## src/source/rv_pkg.sv

```systemverilog
`default_nettype none

package rv_pkg;

    localparam int XLEN = 32;
    localparam int IMEM_WORDS = 64;
    localparam int DMEM_WORDS = 64;
    localparam int IMEM_AW = $clog2(IMEM_WORDS);
    localparam int DMEM_AW = $clog2(DMEM_WORDS);

    typedef logic [XLEN-1:0] word_t;
    typedef logic [4:0] reg_idx_t;

    // Major opcodes of the supported subset
    localparam logic [6:0] OP_R      = 7'b0110011;
    localparam logic [6:0] OP_I      = 7'b0010011;
    localparam logic [6:0] OP_LOAD   = 7'b0000011;
    localparam logic [6:0] OP_STORE  = 7'b0100011;
    localparam logic [6:0] OP_BRANCH = 7'b1100011;

    typedef enum logic [1:0] {
        ALU_ADD = 2'd0,
        ALU_SUB = 2'd1,
        ALU_AND = 2'd2,
        ALU_OR  = 2'd3
    } alu_op_t;

    typedef enum logic {
        RES_ALU = 1'b0,
        RES_MEM = 1'b1
    } result_src_t;

    // Zero encodes no branch, so a cleared bundle never redirects
    typedef enum logic [1:0] {
        BR_NONE = 2'd0,
        BR_EQ   = 2'd1,
        BR_NE   = 2'd2
    } branch_t;

    typedef struct packed {
        logic        reg_write;
        logic        mem_write;
        logic        alu_src;     // 1 selects the immediate
        alu_op_t     alu_op;
        result_src_t result_src;
        branch_t     branch;
    } ctrl_t;

    typedef struct packed {
        word_t instr;
        word_t pc;
    } fd_t;

    typedef struct packed {
        ctrl_t    ctrl;
        word_t    rd1;
        word_t    rd2;
        word_t    imm;
        reg_idx_t rd;
        word_t    pc;
    } de_t;

    typedef struct packed {
        logic        reg_write;
        logic        mem_write;
        result_src_t result_src;
        reg_idx_t    rd;
        word_t       alu_result;
        word_t       write_data;
    } em_t;

    typedef struct packed {
        logic        reg_write;
        result_src_t result_src;
        reg_idx_t    rd;
        word_t       alu_result;
        word_t       read_data;
    } mw_t;

endpackage

`default_nettype wire
```

## src/source/memory_stage.sv

```systemverilog
`default_nettype none

module memory_stage import rv_pkg::*; (
    input  logic clk,
    input  em_t  em,
    output mw_t  mw
);

    word_t               ram [DMEM_WORDS];
    logic [DMEM_AW-1:0]  word_addr;

    // Word addressed, low two bits ignored
    assign word_addr = em.alu_result[DMEM_AW+1:2];

    always_ff @(posedge clk) begin
        if (em.mem_write) begin
            ram[word_addr] <= em.write_data;
        end
    end

    assign mw.read_data  = ram[word_addr];
    assign mw.reg_write  = em.reg_write;
    assign mw.result_src = em.result_src;
    assign mw.rd         = em.rd;
    assign mw.alu_result = em.alu_result;

endmodule

`default_nettype wire

```

## config.mk

```make
export PLATFORM = sky130hd
export DESIGN_NAME = memory_stage
export DESIGN_NICKNAME = d
export VERILOG_FILES = /design/src/source/rv_pkg.sv /design/src/source/memory_stage.sv
export SDC_FILE = /design/constraint.sdc
export NUM_CORES = 2
export LEC_CHECK = 0
export BUFFER_PORTS_ARGS = -buffer_cell sky130_fd_sc_hd__buf_2
export CAP_MARGIN = 20
export CELL_PAD_IN_SITES_DETAIL_PLACEMENT = 0
export CELL_PAD_IN_SITES_GLOBAL_PLACEMENT = 1
export CORE_ASPECT_RATIO = 1.25
export CORE_MARGIN = 10
export CORE_UTILIZATION = 59
export DETAILED_ROUTE_END_ITERATION = 8
export GPL_ROUTABILITY_DRIVEN = 1
export PLACE_DENSITY = 0.84
export SETUP_SLACK_MARGIN = 0.5
export SLEW_MARGIN = 20
export SYNTH_ARGS = -nofsm -noshare
export SYNTH_HDL_FRONTEND = slang
export SYNTH_SLANG_ARGS = --single-unit
```

## constraint.sdc

```tcl
create_clock -name clk -period 11.85 [get_ports clk]
set_input_delay 3.555 -clock clk [delete_from_list [all_inputs] [get_ports clk]]
set_output_delay 3.555 -clock clk [all_outputs]
set_load 0.005 [all_outputs]
```

Word level (Yosys, flattened, before mapping)
Memories as Yosys holds them, arrays and structs flattened.
Cells that the tools add are included.
{ "op_classes": {"mux": 2} }
{ "op_table": {"columns": ["operator", "count"], "rows": [
  ["1-bit 2-to-1 mux", 2]
]} }
{ "totals": {"out_inout_bits": 71, "in_bits": 73, "ramBits": 2048, "ff_bits": 0, "memories": 1} }
{ "memory_table": {"columns": ["memory", "depth", "width", "rd", "rd_ports_with_merged_regs", "write_ports", "line", "rtl"], "rows": [
  ["ram", 64, 32, 1, 0, 1, "memory_stage.sv:9", "word_t ram [DMEM_WORDS];"]
]} }

Longest topological paths before layout
{ "logic_depth": {"word_depth": 2, "mapped_depth": 13, "ltp_nobuf": 6} }

Least setup slack after synthesis
No wires, ideal clock.
{ "synth_timing": {"path_type": "input to output", "from": "input port em[36] in the netlist's numbering", "to": "output port mw[29] in the netlist's numbering", "required_time_ns": 8.295, "path_stages": 7, "path_slack_ns": 2.569, "t_arrival_ns": 5.726, "path_cell_list": "buf_2 buf_1 mux4_2 mux2i_1 nor2_1 or4b_1 or4_1"} }
{ "synth_lines": {"columns": ["element", "line", "rtl"], "rows": [
  ["start, declared", "memory_stage.sv:5", "input em_t em,"],
  ["end, declared", "memory_stage.sv:6", "output mw_t mw"]
]} }

==> results.md <==
- CTS tree: built
- DR vias/cell: 7.00
- Average size of a mapped cell: 18.5 µm²
- Global-route wire length before repair: 298000 µm
- Synth Flop Type: edfxtp_1
- DR vias: 43700
- Cell mode on critical path: buf_4
- Required @ worst endpoint: 8.30 ns
- Largest Register: ram
- Core area: 132000 µm²
- Mapped Cells: 4246
- Asr flop ratio synth: 0
- I/O pin count: 144
- Largest registers: ram (2048)
- Setup violations, final: 0
- Max-Cap Viols: 0
- Worst Max-Slew Pin Slew: 1.16 ns
- Max Freq: 0.0907 GHz
- CTS sink count: 2048
- CTS buffer count: 181
- Synth Net Count: 4319
- Total grt overflow: 0
- CTS Hold Buffers Added: 0
- Synthesized area: 78600 µm²
- Fillcell total: 8401
- Total GRT Usage: 0.272
- I/O Buffers: 77
- Critical Path Slowest Stage Cell: a2111oi_0
- Die Width: 346 µm
- Worst path max stage delay: 0.86 ns
- Tmin final: 11.02 ns
- Placed standard-cell area: 81600 µm²
- Antenna viol nets, final: 0
- Worst path buffer plus inverter count: 5
- Slew Limit Fails: 0
- Row count: 149
- Post-CTS setup buffer count: 0
- Setup TNS Final: 0 ns
- DR pass1 iterations: 8
- Pwr Density: 167 nW/µm²
- Initial antenna violation count: 14
- Fin area: 87400 µm²
- Synth cell types: 55
- First DRT Iteration DRCs: 6652
- Worst vdd rail ir drop: 156 µV
- CP Class: primary input to output port
- Post-route DRC violation count: 0
- Clock-pin slew on the worst setup and hold paths: 0.07 ns
- Die Y-Extent: 428 µm
- Slew margin rel.: 0.225
- Post-CTS sizing: 0
- Hold Path Class: primary input to flip-flop
- Max FFs per register: 2048
- Unrepaired setup endpoints after global routing: false
- Gpl congestion: 0.849
- Bufs on Longest Clock Path: 3
- Layout cells sized above 1: 0.188
- Leakage: 28.1 nW
- DR WL/cell: 33.0 µm
- Worst setup EP type: output port
- Vias in the first global route: 42900
- CP top delay family: buffers and inverters
- Fin crit share: 0.930
- Clock root cell: clkbuf_16
- EDFF count, synth: 2048
- Crit path launch type: primary input
- Multi-input gate area: 16100 µm²
- Hpwl dp: 116000 µm
- Power, Total: 14.6 mW
- Crit-path max FO: 68
- Yosys warns: 0
- H-tree depth: 4
- Final hold viol count: 0
- Synth Register Bits: 2048
- DRT Wirelength: 206000 µm
- Status: finished, final reports clean
- Largest net degree at the start of global routing: 113
- Critical Path AT: 7.47 ns
- Register area: 61500 µm²
- Initial Util: 0.595
- Nets: 4423
- Crit-path cells: buf_8, inv_1, buf_4, and3_1, nor4_1, a31oi_1, a2111oi_0, buf_4, nand3_1, buf_2
- Area growth, synth to finish: 11.2%
- Sequential fraction of the synthesis area: 0.783
- Die ar.: 148000 µm²
report_power, final:
part | internal (mW) | leakage, nW | switching (mW) | total [mW]
logic | 0.242 | 6.82 | 0.539 | 0.781
clock network | 3.20 | 2.82 | 2.55 | 5.75
registers | 8.02 | 18.4 | 0.0119 | 8.03
cells in the mapped netlist, types with 16 or more instances:
cell type / instances / area [µm²]
a31oi_1: 43 / 269
a21oi_1: 121 / 606
buf_1: 33 / 124
o22a_1: 70 / 613
mux2_2: 147 / 1660
o22ai_1: 93 / 582
a222oi_1: 16 / 160
a22oi_1: 188 / 1410
a211oi_1: 17 / 128
nand2b_1: 18 / 113
buf_2: 83 / 415
nand3_1: 54 / 270
buf_4: 47 / 353
clkbuf_1: 168 / 631
mux4_2: 96 / 2160
a221oi_1: 175 / 1530
and3_1: 85 / 532
nand2_1: 28 / 105
mux2i_1: 259 / 2590
nor2_1: 145 / 544
edfxtp_1: 2048 / 61500
nor3_1: 22 / 110
o21ai_0: 84 / 420
a22o_1: 66 / 578
cell usage in the layout, fill, tap and decap left out, types with 53 or more instances in the layout:
| cell type | synthesis | final |
|---|---|---|
| mux2_2 | 147 | 147 |
| a22o_1 | 66 | 66 |
| o22a_1 | 70 | 70 |
| mux2i_1 | 259 | 259 |
| clkbuf_16 | 0 | 188 |
| nor2_1 | 145 | 76 |
| a21oi_1 | 121 | 121 |
| buf_2 | 83 | 55 |
| edfxtp_1 | 2048 | 2048 |
| o21ai_0 | 84 | 84 |
| a221oi_1 | 175 | 175 |
| buf_4 | 47 | 191 |
| and3_1 | 85 | 85 |
| o22ai_1 | 93 | 93 |
| a22oi_1 | 188 | 188 |
| nand3_1 | 54 | 53 |
| nor2_4 | 0 | 67 |
| mux4_2 | 96 | 96 |
layout make-up:
type | count | share of cell area
flip-flops and latches | 2048 | 0.704
multi-input cells | 1859 | 0.184
clock buffers | 226 | 0.0555
well taps | 1736 | 0.0248
repair buffers | 258 | 0.0220
clock inverters | 103 | 0.0101
inverters | 2 | 0.000172
diodes | 3 | 0.0000859
per-layer routing:
| metal | vias up | GRT usage | part of all wire |
|---|---|---|---|
| met5 | - | 0 | 0.00037 |
| met4 | 10 | 0.0951 | 0.035 |
| met3 | 485 | 0.0603 | 0.11 |
| met2 | 2953 | 0.437 | 0.49 |
| met1 | 22400 | 0.368 | 0.36 |
| li1 | 17800 | - | - |
final timing paths:
kind,cells after the start,start,endpoint
worst max-delay path,10,em[36],mw[16]
worst min-delay path,1,em[31],ram[48][31]$_DFFE_PP_
kinds of logic after synthesis:
family / Yosys count / share of synthesized area
AOI/OAI and AO/OA: 933 / 0.0870
and+or+nand+nor: 424 / 0.0282
muxes: 502 / 0.0816
buffers and inverters: 339 / 0.0206
DFF: 2048 / 0.783
metrics by stage:
stage / util / setup slack (ns) / cells / hold WS (ns)
finish: 0.661 / 0.826 / 6235 / 3.16
global route: 0.661 / 0.807 / 6233 / 3.14
global placement: 0.617 / 0.562 / 5901 / 4.23
CTS: 0.661 / 0.970 / 6231 / 3.39
detailed placement: 0.617 / 0.950 / 5902 / 4.26
floorplan: - / 2.57 / 4246 / 3.65
(Power assumes the default switching activity.)
