===== src/program.hex =====
// One 32-bit instruction word per line in hex, fetched from address 0 upward
// Right-hand comments give the assembly, dependent reads sit three slots after their writer
00500293  // 0x00 addi x5, x0, 5
00700313  // 0x04 addi x6, x0, 7
06C00393  // 0x08 addi x7, x0, 0x6c
03500413  // 0x0c addi x8, x0, 0x35
00000013  // 0x10 nop
00000013  // 0x14 nop
00628533  // 0x18 add  a0, x5, x6     a0 = 0x0000000c
40628533  // 0x1c sub  a0, x5, x6     a0 = 0xfffffffe
0083F533  // 0x20 and  a0, x7, x8     a0 = 0x00000024
0083E533  // 0x24 or   a0, x7, x8     a0 = 0x0000007d
00702023  // 0x28 sw   x7, 0(x0)
00802223  // 0x2c sw   x8, 4(x0)
00002503  // 0x30 lw   a0, 0(x0)      a0 = 0x0000006c
00402503  // 0x34 lw   a0, 4(x0)      a0 = 0x00000035
00630663  // 0x38 beq  x6, x6, +12    taken
00100513  // 0x3c addi a0, x0, 1      squashed
00200513  // 0x40 addi a0, x0, 2      squashed
02A00513  // 0x44 addi a0, x0, 0x2a   a0 = 0x0000002a
00631463  // 0x48 bne  x6, x6, +8     not taken
05500513  // 0x4c addi a0, x0, 0x55   a0 = 0x00000055
06300013  // 0x50 addi x0, x0, 99     write to x0 is dropped
00000013  // 0x54 nop
00000013  // 0x58 nop
00000013  // 0x5c nop
00050533  // 0x60 add  a0, a0, x0     a0 stays 0x00000055
00000063  // 0x64 beq  x0, x0, 0      halt loop


===== src/source/rv_pkg.sv =====
`default_nettype none

package rv_pkg;

    localparam int XLEN = 32;
    localparam int IMEM_WORDS = 64;
    localparam int DMEM_WORDS = 64;
    localparam int IMEM_AW = $clog2(IMEM_WORDS);
    localparam int DMEM_AW = $clog2(DMEM_WORDS);

    typedef logic [XLEN-1:0] word_t;
    typedef logic [4:0] reg_idx_t;

    // Major opcodes of the supported subset
    localparam logic [6:0] OP_R      = 7'b0110011;
    localparam logic [6:0] OP_I      = 7'b0010011;
    localparam logic [6:0] OP_LOAD   = 7'b0000011;
    localparam logic [6:0] OP_STORE  = 7'b0100011;
    localparam logic [6:0] OP_BRANCH = 7'b1100011;

    typedef enum logic [1:0] {
        ALU_ADD = 2'd0,
        ALU_SUB = 2'd1,
        ALU_AND = 2'd2,
        ALU_OR  = 2'd3
    } alu_op_t;

    typedef enum logic {
        RES_ALU = 1'b0,
        RES_MEM = 1'b1
    } result_src_t;

    // Zero encodes no branch, so a cleared bundle never redirects
    typedef enum logic [1:0] {
        BR_NONE = 2'd0,
        BR_EQ   = 2'd1,
        BR_NE   = 2'd2
    } branch_t;

    typedef struct packed {
        logic        reg_write;
        logic        mem_write;
        logic        alu_src;     // 1 selects the immediate
        alu_op_t     alu_op;
        result_src_t result_src;
        branch_t     branch;
    } ctrl_t;

    typedef struct packed {
        word_t instr;
        word_t pc;
    } fd_t;

    typedef struct packed {
        ctrl_t    ctrl;
        word_t    rd1;
        word_t    rd2;
        word_t    imm;
        reg_idx_t rd;
        word_t    pc;
    } de_t;

    typedef struct packed {
        logic        reg_write;
        logic        mem_write;
        result_src_t result_src;
        reg_idx_t    rd;
        word_t       alu_result;
        word_t       write_data;
    } em_t;

    typedef struct packed {
        logic        reg_write;
        result_src_t result_src;
        reg_idx_t    rd;
        word_t       alu_result;
        word_t       read_data;
    } mw_t;

endpackage

`default_nettype wire

===== src/source/fetch_stage.sv =====
`default_nettype none

module fetch_stage import rv_pkg::*; (
    input  logic  clk,
    input  logic  rst_n,
    input  logic  redirect,
    input  word_t target,
    output fd_t   fd
);

    word_t pc;
    word_t pc_next;
    word_t rom [IMEM_WORDS];

    initial begin
        $readmemh("/design/src/program.hex", rom);
    end

    // Taken branch from execute wins over sequential fetch
    assign pc_next = redirect ? target : pc + word_t'(4);

    always_ff @(posedge clk) begin
        if (!rst_n) begin
            pc <= '0;
        end else begin
            pc <= pc_next;
        end
    end

    assign fd.instr = rom[pc[IMEM_AW+1:2]];
    assign fd.pc    = pc;

endmodule

`default_nettype wire


===== config.mk =====
export PLATFORM = sky130hd
export DESIGN_NAME = fetch_stage
export DESIGN_NICKNAME = d
export VERILOG_FILES = /design/src/source/rv_pkg.sv /design/src/source/fetch_stage.sv
export SDC_FILE = /design/constraint.sdc
export NUM_CORES = 1
export LEC_CHECK = 0
export BUFFER_PORTS_ARGS = -buffer_cell sky130_fd_sc_hd__buf_4
export CAP_MARGIN = 5
export CORE_MARGIN = 10
export CORE_UTILIZATION = 49
export CTS_CLUSTER_DIAMETER = 100
export DETAILED_ROUTE_END_ITERATION = 16
export HOLD_SLACK_MARGIN = 0.1
export PLACE_DENSITY = 0.86
export SLEW_MARGIN = 20
export SYNTH_ARGS = -nofsm -noshare
export SYNTH_HDL_FRONTEND = slang
export SYNTH_SLANG_ARGS = --single-unit

===== constraint.sdc =====
create_clock -name clk -period 3.5 [get_ports clk]
set_input_delay 0.7 -clock clk [delete_from_list [all_inputs] [get_ports clk]]
set_output_delay 0.7 -clock clk [all_outputs]
set_load 0.05 [all_outputs]

## Word level (Yosys, flattened, before mapping)

Cells that the tools add are included.

- Register bits: 32
- Input bits: 35
- Output and inout bits: 64

- Add/sub/neg operators: 1
- Mux-type cells: 1

Operators by type and width:

| operator | count |
|---|---|
| 32-bit by 3-bit adder with 32-bit output (second input constant) | 1 |
| 32-bit 2-to-1 mux | 1 |

## Longest topological paths before layout

- Word-level depth: 2
- Mapped depth: 7
- Mapped depth without buffers: 5

## Worst setup path after synthesis

Ideal clock, no wire load.

- Path kind: flip-flop to flip-flop
- From: register pc[4]
- To: register pc[31]
- Setup time: 0.116 ns
- Arrival: 2.232 ns
- Required time: 3.384 ns
- Slack: 1.152 ns
- Stages on the path, launching flop included: 6
- Path buffers: 1
- Period minus slack after synthesis: 2.348 ns
- Cells stage by stage: dfxtp_1 -> nand3_2 -> or4_1 -> clkbuf_1 -> or4_1 -> and3_1

- Longest elaborated chain between the ends: 2

Ends and longest elaborated chain:

| item | line | RTL |
|---|---|---|
| from (decl) | fetch_stage.sv:11 | `word_t pc;` |
| from (signal assigned) | fetch_stage.sv:26 | `pc <= pc_next;` |
| 32-bit by 3-bit adder with 32-bit output | fetch_stage.sv:20 | `assign pc_next = redirect ? target : pc + word_t'(4);` |
| 32-bit 2-to-1 mux | fetch_stage.sv:20 |  |

Every way passes these cells.
A chain may end at the register's enable or synchronous reset.

## Worst setup path after layout

Same ends and word-level chain as after synthesis.

==> summary.txt <==
Drt
  – DRT Pass-1 Iters: 4
  – Vias per cell: around 5.4
  – Via count: roughly 1900
  – WL per Instance: 15.85 µm
  – Remaining DRCs: 0
  – Routed wire length: roughly 5500 µm
  – 1st-iter DRT viols: 94
  – Final ANT Viol Nets: 0

Timing
  – Hold WS: 0.4985 ns
  – Transition time of the tightest slew-check pin: roughly 0.60 ns
  – Final setup vio count: 0
  – Final Hold Fails: 0
  – Relative slew slack: ~60%
  – Fin crit share: between 60% and 70%
  – RSZ-0062 raised after global routing: no
  – Fin. max-slew vios: 0
  – Setup TNS: 0 ns
  – Period minus WS final: ~2.3 ns
  – Setup Skew: 0.009483 ns
  – Max Freq: around 440 MHz

Yosys
  – Yosys reg bits: 32
  – Synth Instances: approximately 240
  – Synth area leaders: dfxtp_1 (33%), buf_4 (13%), o21ai_0 (8.1%)
  – Cell area after synthesis: between 0.0015 and 0.002 mm²
  – Synth Warn #: 0
  – Post-synth ARST share: 0%
  – Sequential share of the synthesized area: 33.40%
  – Synth area leader: dfxtp_1
  – Most common library cells after synthesis: buf_4 (33), dfxtp_1 (32), o21ai_0 (31)
  – Post-synth EDFFs: 0
  – Most frequent cell after synthesis: buf_4
  – Synth Area per Inst: slightly above 8 µm²
  – Post-synth top area share: between 30% and 40%
  – Netlist cell types: 28
  – Most used DFF post-synth: dfxtp_1

Worst setup path
  – WS Path Type: reg2reg
  – CP Capture Type: flip-flop
  – CP Data Arrival Time: between 2 and 2.5 ns
  – CP top delay family: simple AND/OR/NAND/NOR gates
  – Worst-path cell chain: nand3_2 -> or4_1 -> or4_1 -> and3_1
  – Startpoint type of the worst setup path: flip-flop
  – Cell mode on critical path: or4_1
  – Critical-path top delay cell: or4_1
  – Largest stage delay, worst path: roughly 0.80 ns
  – Crit-path max FO: 18
  – Data required time of the worst path: roughly 3.7 ns
  – Number of cells on the critical path: 4
  – CP bufs+invs: 0
  – R2R depth: 4

Clock network
  – Clock root buffer: clkbuf_8
  – Cts bufs inserted: 5
  – CTS tree: done
  – Post-CTS Resized: 0
  – CTS HTree Levels: 2
  – CTS clk-pin slew, worst paths: ~0.06 ns
  – Post-CTS Hold Buffers: 0
  – Post-CTS Setup Bufs: 0
  – CTS Buffer Depth: 2
  – Clock sink count: 32
  – Clock latency on the worst-skew pair: around 0.29 ns

Global route
  – Global-route usage over all layers: between 10% and 20%
  – Vias in the first global route: between 1500 and 2000
  – Largest net degree at the start of global routing: 33
  – Grt ovf: 0
  – Initial antenna violation count: 0
  – Global-route wire length before repair: roughly 8400 µm

Die
  – Initial Util: about half
  – Standard-cell rows: 22
  – Vert. Die Dim: between 80 and 90 µm
  – Top Ports: 99
  – Core area: between 0.003 and 0.004 mm²
  – Die Wd: about 83 µm
  – Die ar.: a little under 0.007 mm²

Run status
  – Status: completed

Placement
  – Dpl cells: about 340
  – Area after DPL: approximately 0.0023 mm²
  – Dpl hpwl: ~4200 µm
  – GPL Wtd Cong: ~0.84
  – Port-buffer cells: 66

Power
  – Pint: slightly above 0.6 mW
  – Clock share of power: between 20% and 30%
  – Switch Pwr: between 0.3 and 0.4 mW
  – Pleak: roughly 0.98 nW
  – Pwr dens: approximately 420 mW/mm²
  – Flop pwr share: 42.6%
  – Gate power share: between 30 and 40%
  – Total power: 0.9974 mW
  – Maximum vdd drop: 330.3 µV
  – Switching Share: approximately two fifths

Final layout
  – Post-route cell area: 0.002376 mm²
  – Top Registers: pc (32)
  – ANT cells: 0
  – P&R area growth vs syn: 23.87%
  – Layout cells sized above 1: between 20 and 30%
  – Non-Filler Instances: 345
  – Max reg flops: 32
  – Top reg by flops: pc
  – Nets: between 300 and 400

Min path
  – Worst Hold Class: reg2reg
  – Worst Hold Depth: 2

Flow run
  – Max Cap Viol: 0
per-stage QoR:
stage / utilization, % / setup slack [ns]
floorplan: - / 1.152
global placement: 61.85 / 1.333
detailed placement: 61.85 / 1.244
CTS: 63.94 / 1.235
global route: 63.94 / 1.045
finish: 63.94 / 1.241
worst paths after layout:
check / start / endpoint / slack, ns
max: pc[4]$_SDFF_PN0_ / pc[31]$_SDFF_PN0_ / 1.24
max reg2reg: pc[4]$_SDFF_PN0_ / pc[31]$_SDFF_PN0_ / 1.24
min reg2reg: pc[1]$_SDFFE_PN0P_ / pc[1]$_SDFFE_PN0P_ / 0.50
min: pc[1]$_SDFFE_PN0P_ / pc[1]$_SDFFE_PN0P_ / 0.50
layer usage:
metal  vias to the layer above  part of all wire, %  GRT usage, %
li1                        930                    -             -
met1                       862                   39         16.06
met2                        70                   48         27.22
met3                         6                   12         7.991
met4                         0                 0.88         4.013
met5                         -                    0             0
placed cells by master (no fill, tap or decap), types with 2 or more instances in the layout:
| cell type | count |
|---|---|
| or4_1 | 13 |
| and3_1 | 3 |
| inv_1 | 7 |
| a31oi_1 | 14 |
| nor2_1 | 14 |
| a211oi_1 | 2 |
| o21ai_0 | 31 |
| nand2_1 | 7 |
| clkbuf_8 | 5 |
| buf_4 | 67 |
| nand4_1 | 8 |
| nor3_1 | 4 |
| a311oi_1 | 4 |
| o31ai_1 | 9 |
| mux2i_1 | 5 |
| xnor2_1 | 8 |
| or3_1 | 10 |
| dfxtp_1 | 32 |
| a21oi_1 | 7 |
| conb_1 | 32 |
| nand3_1 | 7 |
| and4_1 | 2 |
power by group through the flow:
stage | clock network, mW | logic, mW | registers [mW]
global placement | 0 | 0.299 | 0.430
detailed placement | 0 | 0.302 | 0.432
floorplan | 0 | 0.159 | 0.513
global route | 0.285 | 0.321 | 0.429
CTS | 0.274 | 0.302 | 0.424
finish | 0.271 | 0.302 | 0.425
area by class of cell:
type | instances | area (µm²)
Sequential cell | 32 | 640.6
Clock inverter | 1 | 5.005
Tap cell | 48 | 60.06
Timing Repair Buffer | 67 | 503.0
Inverter | 7 | 26.28
Multi-Input combinational cell | 184 | 1069
Fill cell | 377 | 1340
Clock buffer | 6 | 72.57
worst reg2reg max path, delay by kind of cell (launching register included):
kind             cells  cell delay, ns
flip-flops           1            0.42
AND/OR/NAND/NOR      4            1.72
kinds of logic after synthesis:
family / share of synthesized area, %
AO/OA/AOI/OAI: 21.07
XOR/XNOR: 3.653
other: 0.1955
flip-flops: 33.40
AND/OR/NAND/NOR: 21.46
multiplexers: 2.609
buffers and inverters: 16.96
adder cells (fa/ha/maj): 0.6522
Note: power is estimated with default switching activity, not from simulation.
