## config.mk

```make
export PLATFORM = sky130hd
export DESIGN_NAME = execute_stage
export DESIGN_NICKNAME = d
export VERILOG_FILES = /design/src/source/rv_pkg.sv /design/src/source/execute_stage.sv
export SDC_FILE = /design/constraint.sdc
export NUM_CORES = 1
export LEC_CHECK = 0
export BUFFER_PORTS_ARGS = -buffer_cell sky130_fd_sc_hd__buf_2
export CORE_UTILIZATION = 26
export DETAILED_ROUTE_END_ITERATION = 10
export PLACE_DENSITY = 0.54
export SYNTH_ARGS = -nofsm -noshare
export SYNTH_HDL_FRONTEND = slang
export SYNTH_SLANG_ARGS = --single-unit
```

## constraint.sdc

```tcl
create_clock -name vclk -period 7.2
set_input_delay 0.72 -clock vclk [all_inputs]
set_output_delay 0.72 -clock vclk [all_outputs]
set_load 0.02 [all_outputs]
```

## src/source/rv_pkg.sv

```systemverilog
`default_nettype none

package rv_pkg;

    localparam int XLEN = 32;
    localparam int IMEM_WORDS = 64;
    localparam int DMEM_WORDS = 64;
    localparam int IMEM_AW = $clog2(IMEM_WORDS);
    localparam int DMEM_AW = $clog2(DMEM_WORDS);

    typedef logic [XLEN-1:0] word_t;
    typedef logic [4:0] reg_idx_t;

    // Major opcodes of the supported subset
    localparam logic [6:0] OP_R      = 7'b0110011;
    localparam logic [6:0] OP_I      = 7'b0010011;
    localparam logic [6:0] OP_LOAD   = 7'b0000011;
    localparam logic [6:0] OP_STORE  = 7'b0100011;
    localparam logic [6:0] OP_BRANCH = 7'b1100011;

    typedef enum logic [1:0] {
        ALU_ADD = 2'd0,
        ALU_SUB = 2'd1,
        ALU_AND = 2'd2,
        ALU_OR  = 2'd3
    } alu_op_t;

    typedef enum logic {
        RES_ALU = 1'b0,
        RES_MEM = 1'b1
    } result_src_t;

    // Zero encodes no branch, so a cleared bundle never redirects
    typedef enum logic [1:0] {
        BR_NONE = 2'd0,
        BR_EQ   = 2'd1,
        BR_NE   = 2'd2
    } branch_t;

    typedef struct packed {
        logic        reg_write;
        logic        mem_write;
        logic        alu_src;     // 1 selects the immediate
        alu_op_t     alu_op;
        result_src_t result_src;
        branch_t     branch;
    } ctrl_t;

    typedef struct packed {
        word_t instr;
        word_t pc;
    } fd_t;

    typedef struct packed {
        ctrl_t    ctrl;
        word_t    rd1;
        word_t    rd2;
        word_t    imm;
        reg_idx_t rd;
        word_t    pc;
    } de_t;

    typedef struct packed {
        logic        reg_write;
        logic        mem_write;
        result_src_t result_src;
        reg_idx_t    rd;
        word_t       alu_result;
        word_t       write_data;
    } em_t;

    typedef struct packed {
        logic        reg_write;
        result_src_t result_src;
        reg_idx_t    rd;
        word_t       alu_result;
        word_t       read_data;
    } mw_t;

endpackage

`default_nettype wire
```

## src/source/execute_stage.sv

```systemverilog
`default_nettype none

module execute_stage import rv_pkg::*; (
    input  de_t   de,
    output em_t   em,
    output logic  redirect,
    output word_t target
);

    word_t src_b;
    word_t alu_result;
    logic  equal;

    assign src_b = de.ctrl.alu_src ? de.imm : de.rd2;

    always_comb begin
        case (de.ctrl.alu_op)
            ALU_ADD: alu_result = de.rd1 + src_b;
            ALU_SUB: alu_result = de.rd1 - src_b;
            ALU_AND: alu_result = de.rd1 & src_b;
            ALU_OR:  alu_result = de.rd1 | src_b;
            default: alu_result = '0;
        endcase
    end

    // Branch compare uses the register operands directly
    assign equal = (de.rd1 == de.rd2);

    always_comb begin
        case (de.ctrl.branch)
            BR_EQ:   redirect = equal;
            BR_NE:   redirect = !equal;
            default: redirect = 1'b0;
        endcase
    end

    assign target = de.pc + de.imm;

    assign em.reg_write  = de.ctrl.reg_write;
    assign em.mem_write  = de.ctrl.mem_write;
    assign em.result_src = de.ctrl.result_src;
    assign em.rd         = de.rd;
    assign em.alu_result = alu_result;
    assign em.write_data = de.rd2;

endmodule

`default_nettype wire

```

* Word level (Yosys, flattened, before mapping)
Cells that the tools add are included.
** Storage, ports and cells
- Register bits after elaboration :: 0
- Output and inout bits :: 105
- Logic and storage cells :: 16
** Operators by class
- $add $sub $neg :: 3
- Equal/unequal tests :: 6
- Mux-type cells :: 3
- Bitwise gates (word level) :: 2
- Reduce and logical (&&, ||, !) cells :: 2
** Operators by type and width (number)
- one-hot mux 32 bit (4 select lines) :: 1
- adder 32 bit :: 2
- bitwise AND 32 bit :: 1
- equality test 32 bit :: 1
- two-way mux 32 bit :: 1
- OR 32 bit :: 1
- subtractor 32 bit :: 1
- equality test 2 bit (second input constant) :: 3
- equality test 2 x 1 -> 1 bit (second input constant) :: 2
- logical NOT 2 bit :: 1
- one-hot mux 1 bit (2 select lines) :: 1
- logical NOT 1 bit :: 1

* Depth between registers and ports, before layout
Gate-level depths: netlist of the first run.
- Depth in word-level cells :: 3
- Gate-level depth with buffers :: 22
- Depth with buffers taken out :: 16

* Worst setup path before layout of the first run
OpenSTA, ideal clock, no wires.
- Path type :: input to output
- From :: in de[138] (netlist bit)
- To :: out em[63] (netlist bit)
- Arrival time :: 5.437 ns
- Required time :: 6.480 ns
- Setup slack :: 1.043 ns
- Stages on the path :: 22
- Buffers on the path :: 7
- Cells stage by stage :: buf_6 > buf_6 > buf_4 > buf_2 > buf_2 > clkbuf_1 > mux2i_1 > ha_1 > o211ai_1 > nor4_1 > and3_1 > o21ai_0 > xnor2_1 > ha_1 > clkbuf_1 > nand2_1 > o21ai_0 > nor3b_1 > a31o_2 > a21oi_1 > a2111oi_2 > a221oi_2
** RTL lines
- from (decl) :: line execute_stage.sv:4 : input de_t de,
- to (decl) :: line execute_stage.sv:5 : output em_t em,

==> results.sh, run 1 <==
export IMPL_antenna_found_initial=2
export IMPL_drive_gt1_frac=0.245
export IMPL_crit_path_start_kind="primary input"
export IMPL_critical_path_class="primary input to primary output"
export IMPL_synth_distinct_cells=71
export IMPL_cts_hold_buf=0
export IMPL_status="finished clean"
export IMPL_crit_slowest_cell="nor4_1"
export IMPL_clock_buffers=0
export IMPL_die_y_um=157
export IMPL_routed_via_count=7335
export IMPL_yosys_warnings=0
export IMPL_hold_ws_ns=1.44
export IMPL_io_buffers=230
export IMPL_drv_slew=0
export IMPL_slew_headroom=0.399
export IMPL_hold_path_startpoint="de[33]"
export IMPL_finalSetupViolations=0
export IMPL_max_slew_worst_pin_slew_ns=0.889
export IMPL_antenna_cells=0
export IMPL_cts_setup_buffers=0
export IMPL_path_delay_family="compound AO/OA/AOI/OAI gates"
export IMPL_cts_resized=0
export IMPL_critPathArrivalTime_ns=5.61
export IMPL_max_cap_viol_count=0
export IMPL_start_util=0.265
export IMPL_grt_pass1_vias=6742
export IMPL_fin_crit_ns=6.33
export IMPL_slowest_delay_ns=0.67
export IMPL_critical_path_required_ns=6.48
export IMPL_tns_ns=0
export IMPL_wl_per_cell_um=17.7
export IMPL_fin_util=0.312
export IMPL_hp_class="primary input to primary output"
export IMPL_drtIter0Drc=422
export IMPL_hold_viol_final=0
export IMPL_fin_crit_sh=0.879
export IMPL_ioPinCount=246
export IMPL_grt_total_usage=0.193
export IMPL_ant_nets=0
export IMPL_dp_hpwl_mm=21.2
export IMPL_gp_congestion=0.902
export IMPL_syn_avg_cell_area_um2=6.82
export IMPL_via_per_inst=5.29
export IMPL_place_area_um2=7330
export IMPL_path_max_fanout=57
export IMPL_register_area_um2=0
export IMPL_final_cell_mix="230 x buf_2, 77 x a21oi_1, 73 x nand2_1"
export IMPL_drt_pass1_iter_count=5
export IMPL_rows=56
export IMPL_max_clock_freq_mhz=158
export IMPL_grt_pass1_wl_mm=36.9
export IMPL_drt_wl_total_mm=24.5
export IMPL_final_common_cell="buf_2"
export IMPL_powerDensity_nw_per_um2=123
export IMPL_rsz0062_at_grt="false"
export IMPL_core_um2=23500
export IMPL_worstPathCellList="buf_2, buf_4, mux2_2, nor4_1, and3_1, o21ai_0, xnor2_1, ha_1, nand2_1, o21ai_0, nor3b_1, a31o_2, a21oi_1, a2111oi_2, a221oi_2, buf_2"
export IMPL_crit_start="de[138]"
export IMPL_syn_num_nets=1120
export IMPL_nets=1277
export IMPL_path_buf_inv=3
export IMPL_syn2layout_area_growth_pct=17.8
export IMPL_drc=0
export IMPL_overflow=0
export IMPL_seq_cells=0
export IMPL_syn_cell_area_um2=6220
export IMPL_yosysSeqAreaShare=0
export IMPL_post_route_cell_area_um2=7330
export IMPL_power_mw=0.898
export IMPL_die_w_um=157
export IMPL_syn_inst=912
export IMPL_die_area_um2=24600
export IMPL_grt_start_max_net_pins=58
export IMPL_ir_drop_mv=0.0893
export IMPL_p_leak_nw=3.38
export IMPL_cp_end_kind="primary output"
-- worst paths after layout --
kind / slack [ns] / to / depth (start not counted)
max: 0.87 / em[63] / 16
min: 1.44 / em[65] / 0
-- layout make-up --
cell class	count	area, um2
fill	2678	16100
multi-input combinational	797	5610
timing repair buffer	235	1190
tap	319	399
inverter	35	131
-- cells in the mapped netlist (5+ instances only) --
| cell type | n | area [um2] |
|---|---|---|
| and3_1 | 9 | 56.3 |
| a211oi_1 | 9 | 67.6 |
| nor4_1 | 14 | 87.6 |
| o31ai_1 | 7 | 52.6 |
| buf_4 | 42 | 315 |
| nand2b_1 | 13 | 81.3 |
| o21bai_1 | 6 | 45.0 |
| nor2_1 | 72 | 270 |
| a21oi_1 | 77 | 385 |
| clkbuf_1 | 27 | 101 |
| nor2b_1 | 9 | 56.3 |
| nand3_1 | 21 | 105 |
| nand2_1 | 73 | 274 |
| xor2_1 | 57 | 499 |
| mux2i_1 | 30 | 300 |
| o21ai_0 | 69 | 345 |
| ha_1 | 65 | 813 |
| nor3_1 | 24 | 120 |
| mux2_2 | 7 | 78.8 |
| and2_1 | 5 | 31.3 |
| a31oi_1 | 9 | 56.3 |
| nor3b_1 | 8 | 60.1 |
| a21o_1 | 31 | 233 |
| nand4_1 | 13 | 81.3 |
| xnor2_1 | 51 | 447 |
| buf_2 | 5 | 25.0 |
| inv_1 | 33 | 124 |
| o21a_1 | 9 | 67.6 |
| o211ai_1 | 10 | 75.1 |
| maj3_1 | 17 | 170 |
-- stage by stage --
step           setup slack, ns  instances
2_1_floorplan             1.04        912
3_3_place_gp              1.10       1386
3_5_place_dp              1.01       1386
4_1_cts                  0.978       1386
5_1_grt                  0.560       1386
6_report                 0.873       1386
-- layer usage --
metal	track usage	part of all wire	vias to the layer above
met4	0.0149	0.0081	4
met2	0.351	0.48	249
met1	0.252	0.44	3430
met3	0.0191	0.064	14
met5	0	0.00094	-
li1	-	-	3638
-- cells by family after synthesis --
| group | Yosys count | share of synthesized area |
|---|---|---|
| multiplexers | 38 | 0.0631 |
| XOR/XNOR | 108 | 0.152 |
| AND/OR/NAND/NOR | 286 | 0.227 |
| adder cells (fa/ha/maj) | 84 | 0.164 |
| buffers and inverters | 115 | 0.0981 |
| AO/OA/AOI/OAI | 281 | 0.295 |
-- report_power, final --
part           total, mW  switching (mW)  leakage [nW]  internal [mW]
clock network          0               0             0              0
logic              0.898           0.557          3.38          0.342
registers              0               0             0              0
total              0.898           0.557          3.38          0.342
No activity file was read; power rests on OpenSTA's default activity.
==> run 2, diff against run 1 <==
Settings changed: MAX_ROUTING_LAYER set to met4, REMOVE_ABC_BUFFERS set to 1, TNS_END_PERCENT set to 100.
==> results.sh, run 2 (synthesized netlist as in run 1, its figures left out) <==
export IMPL_crit_end="em[56]"
export IMPL_wl_per_cell_um=18.5
export IMPL_path_max_fanout=17
export IMPL_ioPinCount=246
export IMPL_routed_via_count=7428
export IMPL_ant_nets=0
export IMPL_final_cell_mix="230 x buf_2, 77 x a21oi_1, 73 x nand2_1"
export IMPL_final_common_cell="buf_2"
export IMPL_holdPathStages=0
export IMPL_max_slew_worst_pin_slew_ns=0.980
export IMPL_hp_class="primary input to primary output"
export IMPL_status="finished clean"
export IMPL_hold_viol_final=0
export IMPL_power_switching_mw=0.564
export IMPL_ir_drop_mv=0.0504
export IMPL_powerDensity_nw_per_um2=123
export IMPL_critPathArrivalTime_ns=5.31
export IMPL_drtIter0Drc=494
export IMPL_start_util=0.265
export IMPL_cts_hold_buf=0
export IMPL_gp_congestion=0.938
export IMPL_switching_share=0.622
export IMPL_p_int_mw=0.343
export IMPL_grt_pass1_vias=6778
export IMPL_max_clock_freq_mhz=166
export IMPL_die_w_um=157
export IMPL_core_um2=23500
export IMPL_power_mw=0.907
export IMPL_fin_util=0.313
export IMPL_nets=1279
export IMPL_grt_total_usage=0.207
export IMPL_cts_resized=0
export IMPL_cts_setup_buffers=0
export IMPL_grt_start_max_net_pins=47
export IMPL_path_buf_inv=2
export IMPL_critical_path_required_ns=6.48
export IMPL_finalSetupViolations=0
export IMPL_die_y_um=157
export IMPL_overflow=0
export IMPL_cp_end_kind="primary output"
export IMPL_critical_path_class="primary input to primary output"
export IMPL_grt_pass1_wl_mm=38.1
export IMPL_crit_start="de[138]"
export IMPL_drt_wl_total_mm=25.7
export IMPL_seq_cells=0
export IMPL_clock_buffers=0
export IMPL_antenna_found_initial=4
export IMPL_slowest_delay_ns=0.70
export IMPL_dp_hpwl_mm=22.2
export IMPL_worst_path_stages=16
export IMPL_via_per_inst=5.34
export IMPL_rows=56
export IMPL_clkPwrFrac=0
export IMPL_drv_slew=0
export IMPL_syn2layout_area_growth_pct=18.2
export IMPL_p_leak_nw=3.39
export IMPL_register_area_um2=0
export IMPL_rsz0062_at_grt="false"
export IMPL_tns_ns=0
export IMPL_combPwrFrac=1.000
export IMPL_share_seq_of_total_power=0
export IMPL_io_buffers=230
export IMPL_path_delay_family="compound AO/OA/AOI/OAI gates"
export IMPL_worstPathCellList="buf_2, mux2i_1, ha_1, o211ai_1, nor4_1, o21ai_0, nand2_1, xnor2_1, ha_1, and4_1, a22oi_1, nand3_1, a21oi_1, o21ai_0, a221oi_1, buf_2"
export IMPL_fin_crit_sh=0.837
export IMPL_max_cap_viol_count=0
export IMPL_drt_pass1_iter_count=5
export IMPL_crit_path_start_kind="primary input"
export IMPL_drc=0
export IMPL_fin_crit_ns=6.03
export IMPL_slew_headroom=0.344
export IMPL_crit_slowest_cell="nor4_1"
export IMPL_die_area_um2=24600
export IMPL_drive_gt1_frac=0.246
## run 2: cell types whose count changed in the layout (fill, tap and decap cells not counted), sizes merged
| cell | before | now |
|---|---|---|
| diode | 0 | 4 |
| buf | 235 | 237 |
## run 2: through the flow
stage	cell area (um2)	cells	hold slack, ns	worst slack [ns]
finish	7360	1392	1.44	1.17
global route	7360	1392	1.44	0.775
CTS	7350	1388	1.44	1.24
detailed placement	7350	1388	1.44	1.26
global placement	7350	1388	1.44	1.39
floorplan	5740	832	1.44	2.15
## run 2: cell type report
type | instances | area (um2)
Antenna cell | 4 | 10.0
Inverter | 35 | 131
Tap cell | 319 | 399
Multi-Input combinational cell | 797 | 5610
Timing Repair Buffer | 237 | 1200
Fill cell | 2626 | 16100
## run 2: worst min path at each step
stage | start | to | slack, ns
after floorplan | de[69] | em[0] | 1.44
after global placement | de[32] | em[64] | 1.44
after detailed placement | de[32] | em[64] | 1.44
after CTS | de[32] | em[64] | 1.44
after global routing | de[35] | em[67] | 1.44
final | de[135] | em[69] | 1.44
## run 2: layer usage
layer  up-vias  GRT usage  wire length (um)
li1       3650          -                 -
met1      3394      0.269             11700
met2       364      0.347             11600
met3        20     0.0313              2120
met4         0     0.0173               264
met5         -          -                 0
## run 2: power groups by stage
stage               clock network [mW]  logic, mW  registers, mW
finish                    0.0000000744      0.907              0
global route              0.0000000744      0.989              0
CTS                                  0      0.906              0
detailed placement                   0      0.901              0
global placement                     0      0.901              0
floorplan                            0      0.587              0
==> run 3, diff against run 2 <==
Clock period 7.2 ns to 5.95 ns, I/O delays scaled along.
==> results.sh, run 3 (synthesized netlist as in run 1, its figures left out) <==
export IMPL_gp_congestion=0.948
export IMPL_final_cell_mix="230 x buf_2, 77 x a21oi_1, 73 x nand2_1"
export IMPL_finalSetupViolations=0
export IMPL_drt_pass1_iter_count=5
export IMPL_drc=0
export IMPL_drtIter0Drc=422
export IMPL_rsz0062_at_grt="false"
export IMPL_cts_resized=0
export IMPL_tns_ns=0
export IMPL_syn2layout_area_growth_pct=19.0
export IMPL_clock_buffers=0
export IMPL_wl_per_cell_um=18.2
export IMPL_dp_hpwl_mm=22.3
export IMPL_seq_cells=0
export IMPL_die_area_um2=24600
export IMPL_path_max_fanout=17
export IMPL_crit_start="de[138]"
export IMPL_ir_drop_mv=0.0722
export IMPL_die_y_um=157
export IMPL_fin_util=0.316
export IMPL_via_per_inst=5.29
export IMPL_num_fill_cells=2587
export IMPL_overflow=0
export IMPL_grt_start_max_net_pins=32
export IMPL_register_area_um2=0
export IMPL_hp_class="primary input to primary output"
export IMPL_p_int_mw=0.419
export IMPL_place_area_um2=7400
export IMPL_power_switching_mw=0.682
export IMPL_clkPwrFrac=0
export IMPL_max_cap_viol_count=0
export IMPL_max_clock_freq_mhz=183
export IMPL_hold_ws_ns=1.19
export IMPL_combPwrFrac=1.000
export IMPL_antenna_found_initial=3
export IMPL_hold_viol_final=0
export IMPL_critical_path_class="primary input to primary output"
export IMPL_max_slew_worst_pin_slew_ns=0.783
export IMPL_cts_hold_buf=0
export IMPL_nets=1286
export IMPL_final_common_cell="buf_2"
export IMPL_core_um2=23500
export IMPL_grt_pass1_vias=6872
export IMPL_critPathArrivalTime_ns=4.87
export IMPL_switching_share=0.619
export IMPL_crit_path_start_kind="primary input"
export IMPL_drt_wl_total_mm=25.5
export IMPL_cts_setup_buffers=0
export IMPL_routed_via_count=7392
export IMPL_p_leak_nw=3.42
export IMPL_die_w_um=157
export IMPL_preCtsSetupSlack_ns=0.531
export IMPL_slew_headroom=0.471
export IMPL_grt_total_usage=0.205
export IMPL_rows=56
export IMPL_hold_path_startpoint="de[135]"
export IMPL_cp_end_kind="primary output"
export IMPL_ioPinCount=246
export IMPL_post_route_cell_area_um2=7410
export IMPL_grt_pass1_wl_mm=37.8
export IMPL_share_seq_of_total_power=0
export IMPL_critical_path_required_ns=5.36
export IMPL_fin_ws_ns=0.486
export IMPL_io_buffers=230
export IMPL_ant_nets=0
export IMPL_drv_slew=0
export IMPL_drive_gt1_frac=0.251
export IMPL_fin_crit_ns=5.46
export IMPL_start_util=0.265
export IMPL_status="finished clean"
export IMPL_fin_crit_sh=0.918
export IMPL_powerDensity_nw_per_um2=149
run 3: changes by cell type in the layout (fill, tap and decap cells not counted):
cell     before  now
buf_4         7   14
diode_2       4    3
run 3: per-stage QoR:
stage	std cells	total power, mW
after global routing	1398	1.20
final	1398	1.10
after global placement	1395	1.09
after floorplan	832	0.710
after detailed placement	1395	1.09
after CTS	1395	1.10
run 3: power by group through the flow:
stage | combinational (mW) | sequential [mW] | clock [mW]
after floorplan | 0.710 | 0 | 0
after global placement | 1.09 | 0 | 0
after detailed placement | 1.09 | 0 | 0
after CTS | 1.10 | 0 | 0
after global routing | 1.20 | 0 | 0.0000000674
final | 1.10 | 0 | 0.0000000675
run 3: metal layers:
metal	vias up	GRT usage	routed length, um
met4	0	0.0149	146
li1	3671	-	-
met3	8	0.0174	1650
met2	323	0.350	11700
met1	3390	0.272	12000
met5	-	-	0
run 3: path summary, 6_finish.rpt:
| check | end | cells past startpoint |
|---|---|---|
| setup / recovery | em[56] | 16 |
| hold / removal | em[69] | 0 |
run 3: critical path, stage by stage:
cell and delay [ns]:
buf_2 0.22, or4_1 0.57, a222oi_1 0.40, buf_4 0.20, and3_2 0.22, a21oi_1 0.09
xor2_1 0.15, ha_1 0.41, a21oi_1 0.21, o21ai_0 0.15, a22oi_1 0.24, nand3_1 0.22
a21oi_1 0.42, o21ai_0 0.16, a221oi_1 0.37, buf_2 0.24
run 3: cell type report:
class	instances	area (um2)	area share
Timing Repair Buffer	244	1260	0.170
Inverter	35	131	0.0177
Tap cell	319	399	0.0539
Multi-Input combinational cell	797	5610	0.758
Antenna cell	3	7.51	0.00101
